$ cat config.mk
export PLATFORM = sky130hd
export DESIGN_NAME = dac_ad5601_ctrl
export DESIGN_NICKNAME = d
export VERILOG_FILES = /design/src/hdl/dac_pkg.sv /design/src/hdl/dac_ad5601_ctrl.sv /design/src/hdl/dac_reg_map.sv /design/src/hdl/dac_spi_shifter.sv /design/src/hdl/dac_xfer_seq.sv
export VERILOG_INCLUDE_DIRS = /design/src /design/src/include
export SDC_FILE = /design/constraint.sdc
export NUM_CORES = 1
export LEC_CHECK = 0
export BUFFER_PORTS_ARGS = -buffer_cell sky130_fd_sc_hd__buf_2
export CORE_ASPECT_RATIO = 0.8
export CORE_MARGIN = 2
export CORE_UTILIZATION = 45
export DETAILED_ROUTE_END_ITERATION = 8
export PLACE_DENSITY = 0.65
export SLEW_MARGIN = 20
export SYNTH_ARGS = -nofsm -noshare
export SYNTH_HDL_FRONTEND = slang
export SYNTH_SLANG_ARGS = --single-unit
$ cat constraint.sdc
create_clock -name clk_ifc -period 6.95 [get_ports clk_ifc]
set_input_delay 1.39 -clock clk_ifc [delete_from_list [all_inputs] [get_ports clk_ifc]]
set_output_delay 1.39 -clock clk_ifc [all_outputs]
set_load 0.005 [all_outputs]
$ cat src/include/dac_cfg.svh
// build-time constants for the AD5601 controller
// ids, default DAC word, SCLK timing and register count

`ifndef DAC_CFG_SVH
`define DAC_CFG_SVH

// module identification, read back as {version, id}
`define DAC_MODULE_ID           16'h5601
`define DAC_MODULE_VERSION      16'h0001

// word sent once after reset
// [15:14] power-down mode, [13:6] data, [5:0] don't care
`define DAC_DEFAULT_WORD        16'h4A80

// clk_ifc cycles per SCLK half period
`define DAC_SCLK_HALF_PERIOD    2

// defined word addresses start at 0
`define DAC_NUM_REGS            5

`endif

$ cat src/hdl/dac_pkg.sv
// shared types, register addresses and response codes
// for the AD5601 controller

package dac_pkg;

    typedef logic [3:0]  reg_addr_t;  // word address
    typedef logic [31:0] bus_word_t;
    typedef logic [1:0]  bus_resp_t;
    typedef logic [15:0] dac_word_t;  // one serial frame
    typedef logic [7:0]  dac_gain_t;

    typedef enum logic [1:0] {
        XFER_BOOT,
        XFER_IDLE,
        XFER_BUSY
    } xfer_state_t;

    typedef enum logic [1:0] {
        SPI_IDLE,
        SPI_SHIFT,
        SPI_END
    } spi_state_t;

    localparam bus_resp_t RESP_OKAY        = 2'd0;
    localparam bus_resp_t RESP_SLAVE_ERROR = 2'd2;

    localparam reg_addr_t REG_VERSION_ID   = 4'd0;
    localparam reg_addr_t REG_NUM_REGS     = 4'd1;
    localparam reg_addr_t REG_DEVICE_STATE = 4'd2;
    localparam reg_addr_t REG_DAC          = 4'd3;
    localparam reg_addr_t REG_EN_AVMM_CTRL = 4'd4; // read-only mirror

endpackage

$ cat src/hdl/dac_ad5601_ctrl.sv
// top level of the AD5601 controller
// register map, transfer sequencer and serializer

module dac_ad5601_ctrl (
    input  logic               clk_ifc,
    input  logic               set_default_on_reset,

    // register bus
    input  dac_pkg::reg_addr_t address,
    input  logic               write,
    input  dac_pkg::bus_word_t writedata,
    input  logic               read,
    output logic               waitrequest,
    output dac_pkg::bus_word_t readdata,
    output logic               readdatavalid,
    output dac_pkg::bus_resp_t response,
    output logic               writeresponsevalid,

    // gain path
    input  logic               en_avmm_ctrl,
    input  dac_pkg::dac_gain_t dac_gain,
    input  logic               dac_gain_valid,

    output logic               dac_reg_updated,
    output logic               initdone,

    // AD5601 serial pins
    output logic               sync_n,
    output logic               sclk,
    output logic               sdin
);

    import dac_pkg::*;

    dac_word_t dac_word;
    logic      dac_write_stb;
    logic      shift_start;
    dac_word_t shift_word;
    logic      shift_busy;
    logic      shift_done;

    dac_reg_map dac_reg_map_inst (
        .clk_ifc              (clk_ifc),
        .set_default_on_reset (set_default_on_reset),
        .address              (address),
        .write                (write),
        .writedata            (writedata),
        .read                 (read),
        .waitrequest          (waitrequest),
        .readdata             (readdata),
        .readdatavalid        (readdatavalid),
        .response             (response),
        .writeresponsevalid   (writeresponsevalid),
        .en_avmm_ctrl         (en_avmm_ctrl),
        .dac_gain             (dac_gain),
        .dac_gain_valid       (dac_gain_valid),
        .dac_word             (dac_word),
        .dac_write_stb        (dac_write_stb)
    );

    dac_xfer_seq dac_xfer_seq_inst (
        .clk_ifc              (clk_ifc),
        .set_default_on_reset (set_default_on_reset),
        .dac_word             (dac_word),
        .dac_write_stb        (dac_write_stb),
        .shift_start          (shift_start),
        .shift_word           (shift_word),
        .shift_busy           (shift_busy),
        .shift_done           (shift_done),
        .dac_reg_updated      (dac_reg_updated),
        .initdone             (initdone)
    );

    dac_spi_shifter dac_spi_shifter_inst (
        .clk_ifc              (clk_ifc),
        .set_default_on_reset (set_default_on_reset),
        .shift_start          (shift_start),
        .shift_word           (shift_word),
        .shift_busy           (shift_busy),
        .shift_done           (shift_done),
        .sync_n               (sync_n),
        .sclk                 (sclk),
        .sdin                 (sdin)
    );

endmodule

$ cat src/hdl/dac_reg_map.sv
// register bank and bus decode for the AD5601 controller
// also merges the gain strobe into the DAC register

`include "dac_cfg.svh"

module dac_reg_map (
    input  logic                clk_ifc,
    input  logic                set_default_on_reset,

    input  dac_pkg::reg_addr_t  address,
    input  logic                write,
    input  dac_pkg::bus_word_t  writedata,
    input  logic                read,
    output logic                waitrequest,
    output dac_pkg::bus_word_t  readdata,
    output logic                readdatavalid,
    output dac_pkg::bus_resp_t  response,
    output logic                writeresponsevalid,

    input  logic                en_avmm_ctrl,
    input  dac_pkg::dac_gain_t  dac_gain,
    input  logic                dac_gain_valid,

    output dac_pkg::dac_word_t  dac_word,
    output logic                dac_write_stb
);

    import dac_pkg::*;

    localparam bus_word_t VERSION_ID_WORD   = {`DAC_MODULE_VERSION, `DAC_MODULE_ID};
    localparam bus_word_t NUM_REGS_WORD     = bus_word_t'(`DAC_NUM_REGS);
    localparam bus_word_t DEVICE_STATE_WORD = 32'd1; // always ready

    //////////////////////////////////////////////////
    // decode

    bus_word_t dac_reg;
    logic      en_mirror;

    logic      bus_rd;
    logic      bus_wr;
    logic      addr_hit;      // address is in the map
    bus_word_t rd_word;
    logic      bus_dac_upd;
    logic      gain_upd;

    assign waitrequest = set_default_on_reset;  // no back-pressure once out of reset
    assign bus_rd      = read  & ~waitrequest;
    assign bus_wr      = write & ~waitrequest;

    // bus path owns the DAC register only while en_avmm_ctrl is high
    assign bus_dac_upd = bus_wr & (address == REG_DAC) & en_avmm_ctrl;
    assign gain_upd    = dac_gain_valid & ~en_avmm_ctrl;

    always_comb begin
        addr_hit = 1'b1;
        rd_word  = '0;
        case (address)
            REG_VERSION_ID:   rd_word = VERSION_ID_WORD;
            REG_NUM_REGS:     rd_word = NUM_REGS_WORD;
            REG_DEVICE_STATE: rd_word = DEVICE_STATE_WORD;
            REG_DAC:          rd_word = dac_reg;
            REG_EN_AVMM_CTRL: rd_word = {31'd0, en_mirror};
            default:          addr_hit = 1'b0;
        endcase
    end

    //////////////////////////////////////////////////
    // control and register bank

    always_ff @(posedge clk_ifc) begin
        if (set_default_on_reset) begin
            readdatavalid      <= 1'b0;
            writeresponsevalid <= 1'b0;
            dac_write_stb      <= 1'b0;
            en_mirror          <= 1'b0;
            dac_reg            <= {16'd0, `DAC_DEFAULT_WORD};
        end else begin
            readdatavalid      <= bus_rd;
            writeresponsevalid <= bus_wr;
            en_mirror          <= en_avmm_ctrl;
            dac_write_stb      <= bus_dac_upd | gain_upd;

            if (bus_dac_upd) begin
                dac_reg <= writedata;          // whole word, no byte enables
            end else if (gain_upd) begin
                dac_reg[13:6] <= dac_gain;     // data field only
            end
        end
    end

    //////////////////////////////////////////////////
    // read data and response

    always_ff @(posedge clk_ifc) begin
        if (bus_rd && addr_hit) begin
            readdata <= rd_word;   // error reads keep old data
        end

        // master never issues both, write takes the response if it does
        if (bus_wr || bus_rd) begin
            response <= addr_hit ? RESP_OKAY : RESP_SLAVE_ERROR;
        end
    end

    // register already holds the new value when the strobe is seen
    assign dac_word = dac_reg[15:0];

endmodule

$ cat src/hdl/dac_spi_shifter.sv
// 16-bit serializer driving SYNC, SCLK and DIN of the AD5601

`include "dac_cfg.svh"

module dac_spi_shifter (
    input  logic               clk_ifc,
    input  logic               set_default_on_reset,

    input  logic               shift_start,
    input  dac_pkg::dac_word_t shift_word,
    output logic               shift_busy,
    output logic               shift_done,

    output logic               sync_n,
    output logic               sclk,
    output logic               sdin
);

    import dac_pkg::*;

    localparam int HALF = `DAC_SCLK_HALF_PERIOD;
    localparam int HC_W = $clog2(HALF + 1);

    spi_state_t      state;
    logic [HC_W-1:0] half_cnt;
    logic [3:0]      bit_cnt;
    dac_word_t       shreg;
    logic            half_end;
    logic            sclk_rise;   // next edge takes sclk high

    assign half_end   = (state == SPI_SHIFT) && (half_cnt == HC_W'(HALF - 1));
    assign sclk_rise  = half_end & ~sclk;
    assign shift_busy = (state != SPI_IDLE);
    assign shift_done = (state == SPI_END);   // same cycle sync_n goes high

    always_ff @(posedge clk_ifc) begin
        if (set_default_on_reset) begin
            state    <= SPI_IDLE;
            sync_n   <= 1'b1;
            sclk     <= 1'b1;    // idles high
            sdin     <= 1'b0;
            half_cnt <= '0;
            bit_cnt  <= '0;
        end else begin
            case (state)
                SPI_IDLE: begin
                    if (shift_start) begin
                        state    <= SPI_SHIFT;
                        sync_n   <= 1'b0;
                        sdin     <= shift_word[15];   // msb first
                        half_cnt <= '0;
                        bit_cnt  <= '0;
                    end
                end

                SPI_SHIFT: begin
                    if (half_end) begin
                        half_cnt <= '0;
                        sclk     <= ~sclk;
                        if (sclk_rise) begin
                            if (bit_cnt == 4'd15) begin
                                state  <= SPI_END;   // 16th period closes
                                sync_n <= 1'b1;
                            end else begin
                                bit_cnt <= bit_cnt + 4'd1;
                                sdin    <= shreg[14];
                            end
                        end
                    end else begin
                        half_cnt <= half_cnt + HC_W'(1);
                    end
                end

                SPI_END: state <= SPI_IDLE;

                default: state <= SPI_IDLE;
            endcase
        end
    end

    // data shifts on the rising edge, DAC samples on the falling one
    always_ff @(posedge clk_ifc) begin
        if (state == SPI_IDLE && shift_start) begin
            shreg <= shift_word;
        end else if (sclk_rise) begin
            shreg <= {shreg[14:0], 1'b0};
        end
    end

endmodule

$ cat src/hdl/dac_xfer_seq.sv
// transfer sequencer: boot word, pending write collapse,
// initdone and the per-transfer update pulse

`include "dac_cfg.svh"

module dac_xfer_seq (
    input  logic               clk_ifc,
    input  logic               set_default_on_reset,

    input  dac_pkg::dac_word_t dac_word,
    input  logic               dac_write_stb,

    output logic               shift_start,
    output dac_pkg::dac_word_t shift_word,
    input  logic               shift_busy,
    input  logic               shift_done,

    output logic               dac_reg_updated,
    output logic               initdone
);

    import dac_pkg::*;

    xfer_state_t state;
    logic        pending;     // a write arrived while shifting
    dac_word_t   pend_word;   // latest such write

    //////////////////////////////////////////////////
    // state machine

    always_ff @(posedge clk_ifc) begin
        if (set_default_on_reset) begin
            state           <= XFER_BOOT;
            shift_start     <= 1'b0;
            pending         <= 1'b0;
            dac_reg_updated <= 1'b0;
            initdone        <= 1'b0;
        end else begin
            shift_start     <= 1'b0;
            dac_reg_updated <= 1'b0;

            case (state)
                XFER_BOOT: begin
                    shift_start <= 1'b1;     // default word goes out first
                    state       <= XFER_BUSY;
                end

                XFER_IDLE: begin
                    if (dac_write_stb) begin
                        state       <= XFER_BUSY;
                        shift_start <= 1'b1;
                    end
                end

                XFER_BUSY: begin
                    if (shift_done) begin
                        dac_reg_updated <= 1'b1;
                        initdone        <= 1'b1;   // sticks after the boot word
                        if (pending || dac_write_stb) begin
                            shift_start <= 1'b1;   // one follow-up, latest value
                            pending     <= 1'b0;
                        end else begin
                            state <= XFER_IDLE;
                        end
                    end else if (dac_write_stb) begin
                        pending <= 1'b1;
                    end
                end

                default: state <= XFER_IDLE;
            endcase
        end
    end

    //////////////////////////////////////////////////
    // word selection

    always_ff @(posedge clk_ifc) begin
        if (dac_write_stb) begin
            pend_word <= dac_word;   // older writes are overwritten
        end

        case (state)
            XFER_BOOT: shift_word <= `DAC_DEFAULT_WORD;
            XFER_IDLE: begin
                if (dac_write_stb) begin
                    shift_word <= dac_word;
                end
            end
            XFER_BUSY: begin
                if (shift_done) begin
                    shift_word <= dac_write_stb ? dac_word : pend_word;
                end
            end
            default: ;
        endcase
    end

endmodule

==> key figures <==
Job
  – Max Cap Viol: 0

Logic synthesis
  – Sequential share of the synthesized area: between 60% and 70%
  – Syn_area_per_cell: 11.53 sq um
  – Top-count cell post-synth: nand2_1
  – Ys async rst share: 0%
  – Synth warn: 0
  – Synth top area share: between 30 and 40%
  – Area leader, netlist: edfxtp_1
  – Syn Nets: 510
  – Mapped Cells: 455
  – Yosys cell types: 45
  – Flip-flop and latch count after synthesis: around 130
  – Dominant synthesized flop cell: dfxtp_1
  – Post-synth EDFFs: 64
  – Main area contributors after synthesis: edfxtp_1 37%, dfxtp_1 26%, mux2_2 6.4%, nand2_1 5.5%, a21oi_1 4.1%
  – Synthesized area: roughly 5200 sq um
  – Synth cell count leaders: 77 x nand2_1, 69 x dfxtp_1, 64 x edfxtp_1, 43 x a21oi_1, 30 x mux2_2

Clocking
  – H-tree Lvls: 4
  – CTS sink count: 133
  – Later-pin clock latency in the skew report: about 400 ps
  – Post-CTS setup buffer count: 0
  – CTS Root Buffer Type: clkbuf_16
  – Num CTS Buffers: 17
  – # resized after CTS: 0
  – Hold Buf Count CTS: 0
  – Clock Tree Buf Depth: 2
  – Clock-pin slew on the worst setup and hold paths: 60 ps
  – TritonCTS clock tree: yes

Worst setup path
  – CP Data Arrival Time: 2320 ps
  – Kind of critical path: in2out
  – Critical path peak fanout: between 40 and 50
  – Slowest cell delay on critical path: approximately 700 ps
  – Worst path most repeated cell: buf_2
  – WP buf/inv: 2
  – WP data required: approximately 5600 ps
  – CP top delay family: buffers and inverters
  – CP cell instances: buf_2, buf_2
  – Startpoint Class: input pin
  – Slowest CP cell: buf_2
  – Crit. End Element: primary output

Detailed routing
  – Routed via count: between 3000 and 4000
  – Initial drt markers: approximately 190
  – Final wirelength: between 10000 and 15000 microns
  – Post-route ant nets: 0
  – Drt wl/cell: 15.22 microns
  – Pre-Repair DR Iteration Count: 4
  – DRC Markers: 0
  – Via-to-Cell Ratio: 5.245

GRT
  – Global routing usage on met1: a little under a quarter
  – GR Overflow Total: 0
  – Initial antenna violation count: 0
  – Most used routing layer: met2
  – Grt met3 use: under 10%
  – Largest net degree at the start of global routing: 50
  – Met2 Use GR: around 28%
  – Vias in the first global route: approximately 3600
  – Gr usage total: 17.66%
  – First-pass GRT wire length: about 17000 microns

Pwr
  – Peak supply drop: between 0.0003 and 0.0004 V
  – Pwr/cell area: ~360 nW/um^2
  – Leakage: 2.478 nW

Timing
  – Final hold violations: 0
  – RSZ-0062 raised after global routing: no
  – Setup_tns: 0 ps
  – Fin crit share: roughly 53%
  – Relative slew slack: a little under two fifths
  – Final Max Slew Viols: 0
  – Final critical-path required period: around 3700 ps
  – Clock Skew: between 10 and 15 ps
  – FMAX: ~0.27 GHz
  – Worst-Margin Slew: roughly 950 ps
  – Final count of negative-setup-slack endpoints: 0

Finish
  – Multi-input logic area: ~1800 sq um
  – Register area: between 3000 and 4000 sq um
  – Share of post-route cells with drive strength above 1: between 20% and 30%
  – Fillers: around 960
  – Post-Layout Cell Count: 699
  – Layout Nets: roughly 600
  – Finished Cell Area: ~6400 sq um
  – Area Growth Syn to Fin: 21.34%
  – Ant. Diodes: 0

Placed design
  – Placed inst area: roughly 5800 sq um
  – Port bufs: 90
  – Placed Cells: 667
  – Placer Congestion: 0.7591
  – Dpl hpwl: 7144 microns

Die
  – Full die area: roughly 13000 sq um
  – Die Height: 100.6 microns
  – Row count: 35
  – Die width: between 100 and 150 microns
  – Ports: 92
  – Initial Util: 45.91%
  – Core area: around 11000 sq um

Status
  – Outcome: complete, no violations

Worst hold path
  – Worst Hold Class: reg2reg
cell usage in the layout (no fill, tap or decap), drive strengths merged, types with 2 or more instances in the layout:
master     n
clkbuf    17
edfxtp    64
ha         5
dfxtp     69
nand2b     4
mux2      30
o21ai      6
nand2     77
bufinv     3
nor2b     19
or2        3
and2      27
clkinv     5
mux2i      2
a221oi     3
o21a       2
or3        2
nor2      16
and3       2
nand3      9
a21o       2
a22oi     17
nor3       3
inv        9
clkinvlp   4
a21oi     44
buf       92
logic make-up after synthesis:
kind of cell	share of synthesized area, %
buf+inv	3.219
flops	62.95
simple gates	16.00
fa+ha+maj	1.192
other cells	0.07146
mux	6.819
compound gates	9.752
where the power goes:
| group | total, W | switching [W] | internal, W |
|---|---|---|---|
| logic | 0.000373 | 0.000222 | 0.000152 |
| clock network | 0.000903 | 0.000338 | 0.000566 |
| registers | 0.00103 | 0.0000440 | 0.000981 |
stage by stage:
step	hold WS (ps)	utilization (%)	power (W)	setup slack, ps
3_3_place_gp	430.9	50.39	0.001400	3243
5_1_grt	462.5	55.71	0.002409	3171
4_1_cts	451.0	55.71	0.002327	3231
2_1_floorplan	431.7	-	0.001304	3075
6_report	448.9	55.71	0.002302	3244
3_5_place_dp	442.9	50.41	0.001420	3123
path summary, 6_finish.rpt:
| kind | start | end | slack [ps] | cells past startpoint |
|---|---|---|---|---|
| min | dac_reg_map_inst.dac_reg[27] | dac_reg_map_inst.dac_reg[27] | 450 | 2 |
| max | set_default_on_reset | waitrequest | 3240 | 2 |
| min reg2reg | dac_reg_map_inst.dac_reg[27] | dac_reg_map_inst.dac_reg[27] | 450 | 2 |
| max reg2reg | dac_xfer_seq_inst.state[0] | dac_xfer_seq_inst.shift_word[10] | 4400 | 5 |
worst min-delay path, cell delays in order, from the launching register on:
cell and delay [ps]:
dfxtp_1 300, nand2_1 50, a21oi_1 50
per-layer routing:
layer / vias up / wire (microns)
met4: 0 / 105
met2: 102 / 4964
met3: 9 / 517
li1: 1762 / -
met5: - / 0
met1: 1793 / 5049
cell type report:
class	instances	area share [%]
clock inverter	15	2.830
multi-input combinational	288	28.04
sequential	133	51.88
timing repair buffer	92	7.310
clock buffer	17	6.681
tap	148	2.908
inverter	6	0.3537
No activity file was read; power rests on OpenSTA's default activity.
